===== src/cps_mem_pkg.sv =====
package cps_mem_pkg;

    localparam int ADDR_W = 22;    // SDRAM word address

    // SDRAM word offsets, bank noted per line
    localparam logic [ADDR_W-1:0] SOUND_OFFSET = 22'h00_0000;   // Bank 0
    localparam logic [ADDR_W-1:0] ADPCM_OFFSET = 22'h01_0000;   // Bank 0
    localparam logic [ADDR_W-1:0] RAM_OFFSET   = 22'h20_0000;   // Bank 0
    localparam logic [ADDR_W-1:0] VRAM_OFFSET  = 22'h30_0000;   // Bank 0
    localparam logic [ADDR_W-1:0] GFX_OFFSET   = 22'h00_0000;   // Bank 2
    localparam logic [ADDR_W-1:0] CPU_OFFSET   = 22'h00_0000;   // Bank 1

    localparam logic [1:0] BANK_CPU = 2'd1;
    localparam logic [1:0] BANK_SND = 2'd0;
    localparam logic [1:0] BANK_GFX = 2'd2;

    // Region starts in the download byte stream, CPU code sits below sound
    localparam logic [24:0] DL_SND_START   = 25'h040_0000;
    localparam logic [24:0] DL_ADPCM_START = 25'h041_0000;
    localparam logic [24:0] DL_GFX_START   = 25'h045_0000;

    // 10 MHz CPU enable out of 48 MHz
    localparam int CEN_NUM   = 5;
    localparam int CEN_DEN   = 24;
    localparam int CEN_ACC_W = $clog2(CEN_DEN + CEN_NUM);

    localparam int NUM_SLOTS = 4;

    // Slot number doubles as priority, 0 wins
    typedef enum logic [1:0] {
        SLOT_MAIN_ROM = 2'd0,
        SLOT_MAIN_RAM = 2'd1,
        SLOT_GFX      = 2'd2,
        SLOT_SOUND    = 2'd3
    } slot_e;

    typedef struct packed {
        logic              cs;
        logic              we;
        logic              vram;      // Use the alternate offset
        logic [1:0]        wrmask;    // Active low
        logic [ADDR_W-1:0] addr;      // Relative to the slot region
        logic [15:0]       wdata;
    } slot_req_t;

    typedef struct packed {
        logic        ok;
        logic [31:0] data;
    } slot_rsp_t;

    typedef struct packed {
        logic [ADDR_W-1:0] addr;      // Absolute word address
        logic [1:0]        bank;
        logic              rnw;
        logic [1:0]        wrmask;
        logic [15:0]       wdata;
    } sdram_cmd_t;

    typedef struct packed {
        logic [ADDR_W-1:0] addr;
        logic [1:0]        bank;
        logic [1:0]        mask;      // Active low byte select
        logic [7:0]        data;
    } prog_cmd_t;

endpackage


===== src/cps_frac_cen.sv =====
module cps_frac_cen import cps_mem_pkg::*; (
    input  logic clk,
    input  logic arst_n,
    output logic cen_cpu
);

    logic [CEN_ACC_W-1:0] acc;
    logic [CEN_ACC_W-1:0] acc_sum;

    assign acc_sum = acc + CEN_ACC_W'(CEN_NUM);

    // Phase accumulator, wraps at CEN_DEN
    always_ff @(posedge clk or negedge arst_n) begin
        if (!arst_n) begin
            acc     <= '0;
            cen_cpu <= 1'b0;
        end else if (acc_sum >= CEN_ACC_W'(CEN_DEN)) begin
            acc     <= acc_sum - CEN_ACC_W'(CEN_DEN);
            cen_cpu <= 1'b1;
        end else begin
            acc     <= acc_sum;
            cen_cpu <= 1'b0;
        end
    end

    // Ratio below one half keeps pulses apart
    a_cen_no_adjacent: assert property (
        @(posedge clk) disable iff (!arst_n)
        cen_cpu |=> !cen_cpu
    );

endmodule


===== src/cps_mem_top.sv =====
module cps_mem_top import cps_mem_pkg::*; (
    input  logic        clk,
    input  logic        arst_n,
    output logic        cen_cpu,
    input  slot_req_t   slot_req [NUM_SLOTS],
    output slot_rsp_t   slot_rsp [NUM_SLOTS],
    input  logic        downloading,
    output logic        sdram_req,
    input  logic        sdram_ack,
    output sdram_cmd_t  sdram_cmd,
    input  logic        data_rdy,
    input  logic [31:0] data_read,
    output logic        refresh_en,
    input  logic [24:0] ioctl_addr,
    input  logic [7:0]  ioctl_data,
    input  logic        ioctl_wr,
    output prog_cmd_t   prog,
    output logic        prog_we
);

    logic [NUM_SLOTS-1:0] pending;
    logic [NUM_SLOTS-1:0] done;
    sdram_cmd_t           slot_cmd [NUM_SLOTS];
    logic [31:0]          rd_data;

    cps_frac_cen u_cen (
        .clk     (clk),
        .arst_n  (arst_n),
        .cen_cpu (cen_cpu)
    );

    // Main CPU ROM in bank 1
    cps_slot_port #(.OFFSET(CPU_OFFSET), .ALT_OFFSET(CPU_OFFSET), .BANK(BANK_CPU)) u_slot_rom (
        .clk     (clk),
        .arst_n  (arst_n),
        .req     (slot_req[SLOT_MAIN_ROM]),
        .rsp     (slot_rsp[SLOT_MAIN_ROM]),
        .pending (pending[SLOT_MAIN_ROM]),
        .cmd     (slot_cmd[SLOT_MAIN_ROM]),
        .done    (done[SLOT_MAIN_ROM]),
        .rd_data (rd_data)
    );

    // Work RAM, or VRAM when vram is set
    cps_slot_port #(.OFFSET(RAM_OFFSET), .ALT_OFFSET(VRAM_OFFSET), .BANK(BANK_SND)) u_slot_ram (
        .clk     (clk),
        .arst_n  (arst_n),
        .req     (slot_req[SLOT_MAIN_RAM]),
        .rsp     (slot_rsp[SLOT_MAIN_RAM]),
        .pending (pending[SLOT_MAIN_RAM]),
        .cmd     (slot_cmd[SLOT_MAIN_RAM]),
        .done    (done[SLOT_MAIN_RAM]),
        .rd_data (rd_data)
    );

    cps_slot_port #(.OFFSET(GFX_OFFSET), .ALT_OFFSET(GFX_OFFSET), .BANK(BANK_GFX)) u_slot_gfx (
        .clk     (clk),
        .arst_n  (arst_n),
        .req     (slot_req[SLOT_GFX]),
        .rsp     (slot_rsp[SLOT_GFX]),
        .pending (pending[SLOT_GFX]),
        .cmd     (slot_cmd[SLOT_GFX]),
        .done    (done[SLOT_GFX]),
        .rd_data (rd_data)
    );

    cps_slot_port #(.OFFSET(SOUND_OFFSET), .ALT_OFFSET(SOUND_OFFSET), .BANK(BANK_SND)) u_slot_snd (
        .clk     (clk),
        .arst_n  (arst_n),
        .req     (slot_req[SLOT_SOUND]),
        .rsp     (slot_rsp[SLOT_SOUND]),
        .pending (pending[SLOT_SOUND]),
        .cmd     (slot_cmd[SLOT_SOUND]),
        .done    (done[SLOT_SOUND]),
        .rd_data (rd_data)
    );

    cps_slot_arbiter u_arbiter (
        .clk         (clk),
        .arst_n      (arst_n),
        .pending     (pending),
        .slot_cmd    (slot_cmd),
        .done        (done),
        .rd_data     (rd_data),
        .downloading (downloading),
        .sdram_req   (sdram_req),
        .sdram_ack   (sdram_ack),
        .sdram_cmd   (sdram_cmd),
        .data_rdy    (data_rdy),
        .data_read   (data_read),
        .refresh_en  (refresh_en)
    );

    // Download path bypasses the arbiter
    cps_rom_loader u_loader (
        .clk         (clk),
        .arst_n      (arst_n),
        .downloading (downloading),
        .ioctl_addr  (ioctl_addr),
        .ioctl_data  (ioctl_data),
        .ioctl_wr    (ioctl_wr),
        .prog        (prog),
        .prog_we     (prog_we),
        .sdram_ack   (sdram_ack)
    );

endmodule


===== src/cps_rom_loader.sv =====
module cps_rom_loader import cps_mem_pkg::*; (
    input  logic        clk,
    input  logic        arst_n,
    input  logic        downloading,
    input  logic [24:0] ioctl_addr,
    input  logic [7:0]  ioctl_data,
    input  logic        ioctl_wr,
    output prog_cmd_t   prog,
    output logic        prog_we,
    input  logic        sdram_ack
);

    typedef enum logic [1:0] {
        RGN_CPU,
        RGN_SND,
        RGN_ADPCM,
        RGN_GFX
    } region_e;

    region_e           region;
    logic [24:0]       rgn_start;
    logic [ADDR_W-1:0] rgn_offset;
    logic [1:0]        rgn_bank;
    logic [24:0]       rel_addr;
    logic              load;

    always_comb begin
        if (ioctl_addr < DL_SND_START) begin
            region = RGN_CPU;
        end else if (ioctl_addr < DL_ADPCM_START) begin
            region = RGN_SND;
        end else if (ioctl_addr < DL_GFX_START) begin
            region = RGN_ADPCM;
        end else begin
            region = RGN_GFX;
        end
    end

    always_comb begin
        case (region)
            RGN_CPU: begin
                rgn_start  = '0;
                rgn_offset = CPU_OFFSET;
                rgn_bank   = BANK_CPU;
            end
            RGN_SND: begin
                rgn_start  = DL_SND_START;
                rgn_offset = SOUND_OFFSET;
                rgn_bank   = BANK_SND;
            end
            RGN_ADPCM: begin
                rgn_start  = DL_ADPCM_START;
                rgn_offset = ADPCM_OFFSET;
                rgn_bank   = BANK_SND;    // Shares the sound bank
            end
            default: begin
                rgn_start  = DL_GFX_START;
                rgn_offset = GFX_OFFSET;
                rgn_bank   = BANK_GFX;
            end
        endcase
    end

    assign rel_addr = ioctl_addr - rgn_start;
    assign load     = downloading & ioctl_wr;

    always_ff @(posedge clk or negedge arst_n) begin
        if (!arst_n) begin
            prog_we <= 1'b0;
        end else if (load) begin
            prog_we <= 1'b1;
        end else if (sdram_ack) begin
            prog_we <= 1'b0;
        end
    end

    // Two bytes per SDRAM word
    always_ff @(posedge clk) begin
        if (load) begin
            prog.addr <= rel_addr[ADDR_W:1] + rgn_offset;
            prog.bank <= rgn_bank;
            prog.mask <= ioctl_addr[0] ? 2'b01 : 2'b10;
            prog.data <= ioctl_data;
        end
    end

    // A new byte must not overwrite a write still waiting for its ack
    a_prog_we_hold: assert property (
        @(posedge clk) disable iff (!arst_n)
        prog_we && !sdram_ack |=> prog_we && $stable(prog)
    );

endmodule


===== src/cps_slot_arbiter.sv =====
module cps_slot_arbiter import cps_mem_pkg::*; (
    input  logic                 clk,
    input  logic                 arst_n,
    input  logic [NUM_SLOTS-1:0] pending,
    input  sdram_cmd_t           slot_cmd [NUM_SLOTS],
    output logic [NUM_SLOTS-1:0] done,
    output logic [31:0]          rd_data,
    input  logic                 downloading,
    output logic                 sdram_req,
    input  logic                 sdram_ack,
    output sdram_cmd_t           sdram_cmd,
    input  logic                 data_rdy,
    input  logic [31:0]          data_read,
    output logic                 refresh_en
);

    typedef enum logic [1:0] {
        ARB_IDLE,
        ARB_REQ,     // Waiting for sdram_ack
        ARB_WAIT     // Waiting for data_rdy
    } arb_state_e;

    arb_state_e state;
    slot_e      gnt;
    slot_e      pick;
    logic       grant;

    // Lowest pending slot number wins
    always_comb begin
        pick = SLOT_SOUND;
        for (int i = NUM_SLOTS - 1; i >= 0; i--) begin
            if (pending[i]) begin
                pick = slot_e'(i);
            end
        end
    end

    assign grant = (state == ARB_IDLE) && !downloading && |pending;

    always_ff @(posedge clk or negedge arst_n) begin
        if (!arst_n) begin
            state <= ARB_IDLE;
            gnt   <= SLOT_MAIN_ROM;
        end else begin
            unique case (state)
                ARB_IDLE: begin
                    if (grant) begin
                        state <= ARB_REQ;
                        gnt   <= pick;
                    end
                end
                ARB_REQ: begin
                    if (sdram_ack) begin
                        state <= ARB_WAIT;
                    end
                end
                ARB_WAIT: begin
                    if (data_rdy) begin
                        state <= ARB_IDLE;
                    end
                end
                default: state <= ARB_IDLE;
            endcase
        end
    end

    always_ff @(posedge clk) begin
        if (grant) begin
            sdram_cmd <= slot_cmd[pick];   // Held for the whole access
        end
    end

    always_comb begin
        done = '0;
        if (state == ARB_WAIT && data_rdy) begin
            done[gnt] = 1'b1;
        end
    end

    assign rd_data    = data_read;
    assign sdram_req  = (state == ARB_REQ);
    assign refresh_en = (state == ARB_IDLE);   // Port free for refresh

    a_cmd_stable: assert property (
        @(posedge clk) disable iff (!arst_n)
        sdram_req |=> $stable(sdram_cmd)
    );

    // Download owns the SDRAM
    a_no_req_in_dl: assert property (
        @(posedge clk) disable iff (!arst_n)
        $rose(sdram_req) |-> !$past(downloading)
    );

endmodule


===== src/cps_slot_port.sv =====
module cps_slot_port import cps_mem_pkg::*; #(
    parameter logic [ADDR_W-1:0] OFFSET     = '0,
    parameter logic [ADDR_W-1:0] ALT_OFFSET = '0,
    parameter logic [1:0]        BANK       = 2'd0
) (
    input  logic        clk,
    input  logic        arst_n,
    input  slot_req_t   req,
    output slot_rsp_t   rsp,
    output logic        pending,
    output sdram_cmd_t  cmd,
    input  logic        done,
    input  logic [31:0] rd_data
);

    logic        ok_q;
    logic [31:0] data_q;
    logic        start;

    // New request only once the previous ok is gone
    assign start = req.cs & ~pending & ~ok_q;

    assign rsp.ok   = ok_q;
    assign rsp.data = data_q;

    always_ff @(posedge clk or negedge arst_n) begin
        if (!arst_n) begin
            pending <= 1'b0;
            ok_q    <= 1'b0;
        end else begin
            if (done) begin
                pending <= 1'b0;
            end else if (start) begin
                pending <= 1'b1;
            end
            if (done) begin
                ok_q <= 1'b1;
            end else if (!req.cs) begin
                ok_q <= 1'b0;      // Last phase of the handshake
            end
        end
    end

    // Region mapping happens once, at the start of the access
    always_ff @(posedge clk) begin
        if (start) begin
            cmd.addr   <= req.addr + (req.vram ? ALT_OFFSET : OFFSET);
            cmd.bank   <= BANK;
            cmd.rnw    <= ~req.we;
            cmd.wrmask <= req.wrmask;
            cmd.wdata  <= req.wdata;
        end
        if (done) begin
            data_q <= rd_data;
        end
    end

    // Requester holds its fields until it gets ok
    a_req_stable: assert property (
        @(posedge clk) disable iff (!arst_n)
        req.cs && !rsp.ok |=> !req.cs
            || $stable({req.we, req.vram, req.wrmask, req.addr, req.wdata})
    );

endmodule


===== config.mk =====
export PLATFORM = sky130hd
export DESIGN_NAME = cps_mem_top
export DESIGN_NICKNAME = d
export VERILOG_FILES = /design/src/cps_mem_pkg.sv /design/src/cps_frac_cen.sv /design/src/cps_mem_top.sv /design/src/cps_rom_loader.sv /design/src/cps_slot_arbiter.sv /design/src/cps_slot_port.sv
export SDC_FILE = /design/constraint.sdc
export NUM_CORES = 1
export LEC_CHECK = 0
export BUFFER_PORTS_ARGS = -buffer_cell sky130_fd_sc_hd__buf_2
export CAP_MARGIN = 10
export CELL_PAD_IN_SITES_DETAIL_PLACEMENT = 0
export CELL_PAD_IN_SITES_GLOBAL_PLACEMENT = 1
export CORE_AREA = 2 2 193 195
export DETAILED_ROUTE_END_ITERATION = 10
export DIE_AREA = 0 0 195 197
export GPL_ROUTABILITY_DRIVEN = 0
export PLACE_DENSITY = 0.8
export REMOVE_ABC_BUFFERS = 1
export SYNTH_ARGS = -nofsm -noshare
export SYNTH_HDL_FRONTEND = slang
export SYNTH_SLANG_ARGS = --single-unit

===== constraint.sdc =====
create_clock -name clk -period 6.1 [get_ports clk]
set_input_delay 0.305 -clock clk [delete_from_list [all_inputs] [get_ports clk]]
set_output_delay 0.305 -clock clk [all_outputs]
set_load 0.05 [all_outputs]

==> run metrics, run 1 <==
postcts setup bufs 0; hpwl dp approximately 22,000 µm; Rows 70; met2 usage 0.3438; CTS root buf clkbuf_16; DR iter-0 viols slightly above 400; Slew @ Worst Pin slightly below 1 ns; htree depth 2; met1 GRT Util 0.2113; Max Root-Sink Buffers 3; PD cells ~360 nW/µm²; worst min-delay path startpoint data_read[10]; crit-path max FO between 40 and 50; maximum clock rate about 400 MHz; post-synthesis area per instance between 15 and 20 µm²; TritonRoute pass-1 iters 5; I/O pins 456; Synth cell types 40; post-route ant nets 0; crit path kind flip-flop to flip-flop; Total GRT Usage 0.1890; reg2reg start u_slot_rom.pending$_DFFE_PN0P_; number of global-route vias before repair roughly 9,500; Finished Cell Area roughly 20,000 µm²; max-cap viol count 0; count leader, synth edfxtp_1; Via Count just over 9,000; port bufs approximately 450; largest net degree at the start of global routing 85; Synth area leader edfxtp_1; Via density around 4.7; Final Hold Viols 0; status finished, final reports clean; RSZ-0062 raised after global routing no; TNS Setup 0 ns; core area about 36,000 µm²; share of layout cells above drive strength 1 0.3633; worst vdd ir 0.2500 mV; area grow syn2layout 47.56%; placed cell areas between 15,000 and 20,000 µm²; total gr overflow 0; Final setup viols 0; critical path required time around 6.5 ns; Top FF cell, synth edfxtp_1; WL/cell 19.08 µm; layout filler cell count around 2,800; Die H 197 µm; Min-Delay Path Depth 1; fin. max-slew vios 0; Post-synth ARST share 0.04897; Mapped Area roughly 14,000 µm²; startpoint types flip-flop; P_leak approximately 8.2 nW; met3 GRT Util 0.04295; cts bufs inserted between 40 and 50; Hold/Removal Path Class input port to flip-flop; Synth top area share 0.8162; Syn Inst Count around 750; Yosys warning total 0; # DRC 0; Final min period roughly 2.5 ns; post-synthesis sequential area ratio 0.8512; most frequent cells after synthesis edfxtp_1, nor2_1, nand2_1; Critical Path End Type flip-flop; Post-synth EDFFs about 370; critical path launch point u_slot_rom.pending$_DFFE_PN0P_; Reg2Reg Depth 4; post-detailed-routing wire length about 37,000 µm; clk sinks 388; clock latency on the worst-skew pair about 0.55 ns; initial antenna violation count 2; Final period util 0.4130; top cells by area, synth edfxtp_1, dfrtp_1, mux2i_1; Die W just under 200 µm; die area between 30,000 and 40,000 µm²; Rel. slew slack 0.3442; Starting Density 0.3744; Final #Nets 1,698; synthesis-stage register bit count 388; Max Clock Skew between 0.02 and 0.03 ns; global-route wire length before repair about 54,000 µm; GRT busiest layer met2; TritonCTS clock tree yes; Data arrival, critical path 2.94 ns; clock slew at reported path FFs 0.06 ns
==> cell usage in the layout (no fill, tap or decap), drive strengths merged, types with 6 or more instances in the layout <==
master / count
clkinv: 15
mux2i: 41
ha: 7
inv: 21
clkbuf: 49
a21oi: 52
edfxtp: 369
buf: 465
dfrtp: 19
nor2: 61
bufinv: 7
xnor2: 6
o21ai: 46
nand2: 53
dlygate4sd3: 221
==> critical path, stage by stage (launching register included) <==
cell and delay, ns:
dfrtp_2 0.77, nor2_1 0.22, a2111oi_4 0.36, buf_4 0.65, mux2_1 0.39
==> registers in the layout (all words and copies together), names as in the netlist <==
signal	count
u_slot_rom.cmd	41
u_slot_snd.data_q	32
u_slot_ram.data_q	32
u_slot_gfx.pending	1
u_slot_rom.ok_q	1
u_slot_gfx.ok_q	1
u_arbiter.gnt	2
u_slot_gfx.cmd	41
u_slot_snd.pending	1
u_slot_ram.ok_q	1
u_loader.prog	34
u_arbiter.state	2
u_cen.cen_cpu	1
u_cen.acc	5
u_slot_ram.cmd	41
u_slot_snd.ok_q	1
u_slot_snd.cmd	41
u_loader.prog_we	1
u_slot_gfx.data_q	32
u_slot_ram.pending	1
u_slot_rom.pending	1
u_arbiter.sdram_cmd	43
u_slot_rom.data_q	32
==> power by group <==
part	total, mW	switching [mW]	internal [mW]
Clock	2.55	0.992	1.56
Sequential	3.31	0.0990	3.21
Combinational	1.32	0.944	0.374
==> cell families after synthesis <==
family	synth area share
mux	0.03106
fa+ha+maj	0.006451
simple gates	0.04378
compound gates	0.04562
xor+xnor	0.006451
flops	0.8512
buf+inv	0.01539
==> path summary, 6_finish.rpt <==
kind	to	slack, ns
worst min register to register	u_loader.prog_we$_DFFE_PN0P_	0.49
worst min-delay path	u_slot_gfx.data_q[10]$_DFFE_PP_	0.04
worst max register to register	u_arbiter.gnt[0]$_DFFE_PN0P_	3.58
max in group asynchronous	u_slot_ram.pending$_DFFE_PN0P_	5.48
worst max-delay path	u_arbiter.gnt[0]$_DFFE_PN0P_	3.58
min in group asynchronous	u_slot_ram.pending$_DFFE_PN0P_	0.27
==> through the flow <==
step	setup WS [ns]	total power [mW]	util	hold slack, ns	instances
detailed placement	3.285	4.563	0.4531	0.2870	1652
CTS	3.490	7.240	0.5522	0.004053	1946
global route	3.419	7.424	0.5524	0.01880	1948
global placement	3.317	4.537	0.4531	0.2863	1652
floorplan	1.241	4.168	-	0.009409	719
finish	3.581	7.172	0.5525	0.04393	1949
==> cell type report <==
type / instances / area, µm² / share of cell area
clock inverter: 24 / 305.3 / 0.01524
multi-input combinational: 310 / 1843 / 0.09201
antenna: 3 / 7.507 / 0.0003748
tap: 468 / 585.6 / 0.02923
timing repair buffer: 686 / 4572 / 0.2282
inverter: 21 / 78.83 / 0.003935
sequential: 388 / 11560 / 0.5772
clock buffer: 49 / 1077 / 0.05378
==> repair_timing <==
item,4_1_cts,5_1_grt
resized for setup,0,0
hold endpoints to repair,324,0
hold buffers,221,0
==> metal layers <==
| layer | up-vias | wire, µm |
|---|---|---|
| met5 | - | 0 |
| met4 | 0 | 1272 |
| met3 | 81 | 2545 |
| met2 | 436 | 19180 |
| met1 | 4389 | 14200 |
| li1 | 4220 | - |
No activity file was read; power rests on OpenSTA's default activity.
==> run 2: changes to the inputs <==
==> constraint.sdc (replaced) <==
create_clock -name clk -period 2.5 [get_ports clk]
set_input_delay 0.125 -clock clk [delete_from_list [all_inputs] [get_ports clk]]
set_output_delay 0.125 -clock clk [all_outputs]
set_load 0.05 [all_outputs]
==> run metrics, run 2 (synthesis results as in run 1) <==
post-route ant nets 0 (unchanged); worst vdd ir 0.5664 mV (was 0.2500 mV); Reg2Reg Depth 4 (unchanged); Final #Nets 1,724 (was 1,698); htree depth 2 (unchanged); core area 36,260 µm² (unchanged); layout filler cell count 2,779 (was 2,800); register area 11,560 µm² (unchanged); clock latency on the worst-skew pair 0.55 ns (about the same); share of layout cells above drive strength 1 0.3646 (was 0.3633); clock slew at reported path FFs 0.06 ns (about the same); Crit path largest cell delay 0.53 ns (was 0.77 ns); Hold WS 0.06272 ns (was 0.04393 ns); fin worst setup slack 0.1590 ns (was 3.581 ns); Finished Cell Area 20,280 µm² (was 20,030 µm²); critical path required time 2.79 ns (was 6.52 ns); largest net degree at the start of global routing 85 (unchanged); initial antenna violation count 8 (was 2); TNS Setup 0 ns (unchanged); Rows 70 (unchanged); die area 38,420 µm² (unchanged); delay-heaviest family, CP buffers and inverters (was flip-flops); reg2reg end u_arbiter.gnt[0]$_DFFE_PN0P_ (unchanged); Final min period approximately 2.3 ns; Critical Path End Type flip-flop (unchanged); Buf/Inv on CP 4 (was 1); max reg flops 43 (unchanged); post-detailed-routing wire length 37,540 µm (was 37,190 µm); Max Root-Sink Buffers 3 (unchanged); TritonRoute pass-1 iters 4 (was 5); hpwl dp 22,840 µm (was 22,110 µm); Final Hold Viols 0 (unchanged); area grow syn2layout 49.37% (was 47.56%); fin. max-slew vios 0 (unchanged); global-route wire length before repair 56,060 µm (was 54,430 µm); worst-path cell chain dlygate4sd3_1, buf_2, nor4b_4, buf_4, a21oi_1, ha_1, ha_1, inv_1, ha_2, and3_1, nand3_1, a311o_1, o21ai_2, xor2_1 (was nor2_1, a2111oi_4, buf_4, mux2_1); clk sinks 388 (unchanged); PD cells 850.6 nW/µm² (was 358.0 nW/µm²); RSZ-0062 raised after global routing no (unchanged); total gr overflow 0 (unchanged); WL/cell 18.97 µm (was 19.08 µm); Via Count 9,232 (was 9,126); TritonCTS clock tree yes (unchanged); crit-path max FO 4 (was 45); number of global-route vias before repair 10,070 (was 9,473); setup slack after placement -0.03950 ns (was 3.285 ns); Hold/Removal Path Class input port to flip-flop (unchanged); Final period util 0.9364; I/O pins 456 (unchanged); crit path kind input port to flip-flop (was flip-flop to flip-flop); worst min-delay path startpoint ioctl_addr[24] (was data_read[10]); Die H 197 µm (unchanged); hold endpoint u_loader.prog[11]$_DFFE_PP_ (was u_slot_gfx.data_q[10]$_DFFE_PP_); cts bufs inserted 40 (was 41); flop2flop setup slack 0.52 ns (was 3.58 ns); port bufs 452 (unchanged); reg2reg start u_slot_rom.pending$_DFFE_PN0P_ (unchanged); status finished, final reports clean (unchanged); Final setup viols 0 (unchanged); Slowest-stage cell, CP dlygate4sd3_1 (was dfrtp_2); Total GRT Usage 0.1942 (was 0.1890); startpoint types input port (was flip-flop); placed cell areas 16,580 µm² (was 16,430 µm²); Max Clock Skew 0.01144 ns (was 0.02691 ns); Min-Delay Path Depth 4 (was 1); Slew @ Worst Pin 0.8275 ns (was 0.9836 ns); max-cap viol count 0 (unchanged); Via density 4.665 (was 4.682); CTS root buf clkbuf_16 (unchanged); Starting Density 0.3744 (unchanged); Rel. slew slack 0.4483 (was 0.3442); Top cell by count, worst path ha_1; Biggest register u_arbiter.sdram_cmd (unchanged); most frequent cells in the layout buf_2, edfxtp_1, dlygate4sd3_1 (unchanged); maximum clock rate ~430 MHz; commonest non-fill, non-tap cell in the layout buf_2 (unchanged); area of the multi-input gates 1863 µm² (was 1843 µm²); DR iter-0 viols 518 (was 406); # DRC 0 (unchanged); P_leak 8.278 nW (was 8.176 nW); Die W 195 µm (unchanged); Data arrival, critical path 2.63 ns (was 2.94 ns)
run 2: changes by cell type in the layout (fill, tap and decap cells not counted), moves of 5 or more:
cell           change
buf_12             +5
buf_4              +8
dlygate4sd3_1     +14
diode_2            +5
clkbuf_1           +6
run 2: area by class of cell:
| class | count | area share |
|---|---|---|
| diodes | 8 | 0.0009872 |
| repair buffers | 713 | 0.2403 |
| flip-flops and latches | 388 | 0.5702 |
| inverters | 21 | 0.003887 |
| multi-input cells | 310 | 0.09187 |
| clock buffers | 55 | 0.05424 |
| well taps | 468 | 0.02888 |
| clock inverters | 16 | 0.009687 |
run 2: worst max path at each step:
stage,from,endpoint,slack [ns],depth (start not counted)
2_1_floorplan,u_slot_rom.pending$_DFFE_PN0P_,u_slot_rom.cmd[0]$_DFFE_PP_,-2.36,1
3_3_place_gp,ioctl_addr[24],u_loader.prog[33]$_DFFE_PP_,-0.01,14
5_1_grt,ioctl_addr[21],u_loader.prog[33]$_DFFE_PP_,0.0007,14
6_report,ioctl_addr[21],u_loader.prog[33]$_DFFE_PP_,0.16,14
4_1_cts,ioctl_addr[21],u_loader.prog[33]$_DFFE_PP_,0.10,14
3_5_place_dp,ioctl_addr[24],u_loader.prog[33]$_DFFE_PP_,-0.04,14
run 2: timing repair:
action	CTS	global route
hold endpoints to repair	351	0
endpoints found under the setup margin	0	2
buffers inserted	0	1
gates resized for setup	0	4
hold buffers	235	0
run 2: tightest hold or removal path, stage by stage:
cell	delay, ns
buf_2	0.08
nor3_1	0.06
a21o_1	0.17
inv_1	0.06
run 2: power by group:
part / total, mW / internal, mW / switching, mW
sequential: 8.04 / 7.82 / 0.223
clock: 5.90 / 3.50 / 2.40
combinational: 3.30 / 0.976 / 2.33
run 2: metal layers:
| layer | share of wire | track usage | wire length, µm | vias up |
|---|---|---|---|---|
| met5 | 0 | 0 | 0 | - |
| met1 | 0.38 | 0.2127 | 14110 | 4444 |
| met3 | 0.066 | 0.04637 | 2460 | 81 |
| li1 | - | - | - | 4287 |
| met4 | 0.035 | 0.09415 | 1298 | 0 |
| met2 | 0.52 | 0.3541 | 19680 | 420 |
run 2: through the flow:
stage / power, mW / utilization / instances
2_1_floorplan: 10.17 / - / 719
3_3_place_gp: 11.12 / 0.4573 / 1664
3_5_place_dp: 11.18 / 0.4573 / 1664
4_1_cts: 17.39 / 0.5579 / 1970
5_1_grt: 17.92 / 0.5592 / 1979
6_report: 17.25 / 0.5592 / 1979
==> run 3: changes to the inputs <==
--- a/config.mk
+++ b/config.mk
@@ -9,11 +9,11 @@
 export CAP_MARGIN = 10
 export CELL_PAD_IN_SITES_DETAIL_PLACEMENT = 0
 export CELL_PAD_IN_SITES_GLOBAL_PLACEMENT = 1
-export CORE_AREA = 2 2 193 195
+export CORE_AREA = 2 2 188 190
 export DETAILED_ROUTE_END_ITERATION = 10
-export DIE_AREA = 0 0 195 197
+export DIE_AREA = 0 0 190 192
 export GPL_ROUTABILITY_DRIVEN = 0
-export PLACE_DENSITY = 0.8
+export PLACE_DENSITY = 0.83
 export REMOVE_ABC_BUFFERS = 1
 export SYNTH_ARGS = -nofsm -noshare
 export SYNTH_HDL_FRONTEND = slang
==> run metrics, run 3 (synthesis results as in run 1) <==
status finished, final reports clean (unchanged); PD cells 846.4 nW/µm² (was 850.6 nW/µm²); most frequent cells in the layout buf_2, edfxtp_1, dlygate4sd3_1 (unchanged); initial antenna violation count 7 (was 8); commonest non-fill, non-tap cell in the layout buf_2 (unchanged); Final period util 0.9232 (was 0.9364); clock latency on the worst-skew pair 0.53 ns (was 0.55 ns); Hold/Removal Path Class input port to flip-flop (unchanged); number of global-route vias before repair 9,396 (was 10,070); post-route ant nets 0 (unchanged); maximum clock rate 433.3 MHz (was 427.2 MHz); core area 34,290 µm² (was 36,260 µm²); RSZ-0062 raised after global routing no (unchanged); Buf/Inv on CP 3 (was 4); Top cell by count, worst path ha_1 (unchanged); Final min period 2.308 ns (was 2.341 ns); largest net degree at the start of global routing 73 (was 85); Data arrival, critical path 2.58 ns (was 2.63 ns); Via Count 9,133 (was 9,232); Die W 190 µm (was 195 µm); Biggest register u_arbiter.sdram_cmd (unchanged); max reg flops 43 (unchanged); Total GRT Usage 0.1984 (was 0.1942); port bufs 452 (unchanged); Via density 4.650 (was 4.665); delay-heaviest family, CP buffers and inverters (unchanged); TritonRoute pass-1 iters 4 (unchanged); critical path required time 2.77 ns (was 2.79 ns); crit path kind input port to flip-flop (unchanged); Finished Cell Area 20,200 µm² (was 20,280 µm²); fin. max-slew vios 0 (unchanged); Crit path largest cell delay 0.53 ns (about the same); I/O pins 456 (unchanged); # resized after CTS 0 (unchanged); Slowest-stage cell, CP dlygate4sd3_1 (unchanged); post-detailed-routing wire length 37,290 µm (was 37,540 µm); Rel. slew slack 0.4690 (was 0.4483); final core utilization 0.5890 (was 0.5592); global-route wire length before repair 53,960 µm (was 56,060 µm); flop2flop setup slack 0.74 ns (was 0.52 ns); fin worst setup slack 0.1920 ns (was 0.1590 ns); crit-path max FO 5 (was 4); CTS root buf clkbuf_16 (unchanged); share of layout cells above drive strength 1 0.3678 (was 0.3646); Critical Path End Type flip-flop (unchanged); # DRC 0 (unchanged); Max Root-Sink Buffers 3 (unchanged); Rows 68 (was 70); Starting Density 0.3959 (was 0.3744); P_leak 8.274 nW (was 8.278 nW); DR iter-0 viols 486 (was 518); Slew @ Worst Pin 0.7965 ns (was 0.8275 ns); TritonCTS clock tree yes (unchanged); area grow syn2layout 48.76% (was 49.37%); max-cap viol count 0 (unchanged); htree depth 2 (unchanged); total gr overflow 0 (unchanged); placed cell areas 16,570 µm² (was 16,580 µm²); worst vdd ir 0.5129 mV (was 0.5664 mV); Die H 192 µm (was 197 µm); setup slack after placement 0.01448 ns (was -0.03950 ns); cts bufs inserted 40 (unchanged); clk sinks 388 (unchanged); Final #Nets 1,723 (was 1,724); worst-path cell chain dlygate4sd3_1, buf_2, nor3_1, a21oi_1, ha_1, ha_1, inv_1, ha_1, and3_1, nand3_1, a311o_1, o21ai_2, xor2_1 (was dlygate4sd3_1, buf_2, nor4b_4, buf_4, a21oi_1, ha_1, ha_1, inv_1, ha_2, and3_1, nand3_1, a311o_1, o21ai_2, xor2_1); Overall Power 17.09 mW (was 17.25 mW); die area 36,480 µm² (was 38,420 µm²); Final setup viols 0 (unchanged); postcts setup bufs 0 (unchanged); clock slew at reported path FFs 0.06 ns (about the same); Max Clock Skew 0.01731 ns (was 0.01144 ns); startpoint types input port (unchanged); Final Hold Viols 0 (unchanged); Hold WS 0.07372 ns (was 0.06272 ns); hpwl dp 22,830 µm (was 22,840 µm); WL/cell 18.99 µm (was 18.97 µm)
[run 3: cell count changes in the layout (fill, tap and decap cells not counted), sizes merged]
cell and delta:
clkbuf -4, inv +1, clkinvlp -2, buf +2, dlygate4sd3 -3, clkinv +6
bufinv -2
[run 3: stage by stage]
stage	cells	setup TNS [ns]
floorplan	719	-441.11
global placement	1654	0
detailed placement	1654	0
CTS	1956	0
global route	1964	0
finish	1964	0
[run 3: tightest hold or removal path: cells and delay by family]
family,cells,cell delay (ns)
buffers and inverters,2,0.23
xor gates and xnor gates,1,0.06
[run 3: per-layer routing]
metal	wire, µm	part of all wire	vias to the layer above	track usage
li1	-	-	4271	-
met1	13810	0.37	4344	0.2224
met2	19710	0.53	427	0.3627
met3	2244	0.060	91	0.03800
met4	1530	0.041	0	0.09630
met5	0	0	-	0
[run 3: repair_timing]
item                                    CTS  global route
endpoints found under the setup margin    0             0
endpoints found under the hold margin   349             0
hold buffers                            232             0
[run 3: final timing paths]
path	depth (start not counted)	startpoint	endpoint
worst max-delay path	13	ioctl_addr[22]	u_loader.prog[33]$_DFFE_PP_
worst min-delay path	3	ioctl_addr[21]	u_loader.prog[32]$_DFFE_PP_
worst max register to register	5	u_arbiter.state[0]$_DFFE_PN0P_	u_slot_ram.data_q[9]$_DFFE_PP_
worst min register to register	1	u_loader.prog_we$_DFFE_PN0P_	u_loader.prog_we$_DFFE_PN0P_
max in group asynchronous	2	arst_n	u_slot_rom.pending$_DFFE_PN0P_
min in group asynchronous	2	arst_n	u_slot_snd.pending$_DFFE_PN0P_
[run 3: where the power goes]
part / switching [mW] / internal, mW / total, mW
combinational: 2.35 / 0.985 / 3.34
clock: 2.37 / 3.37 / 5.73
sequential: 0.200 / 7.82 / 8.02
total: 4.92 / 12.2 / 17.1
[run 3: final cells by class]
type,count,area (µm²)
antenna,8,20.02
clock buffer,51,1115
clock inverter,19,165.2
fill,2595,14090
inverter,21,78.83
multi-input combinational,310,1843
sequential,388,11560
tap,455,569.3
timing repair buffer,712,4845
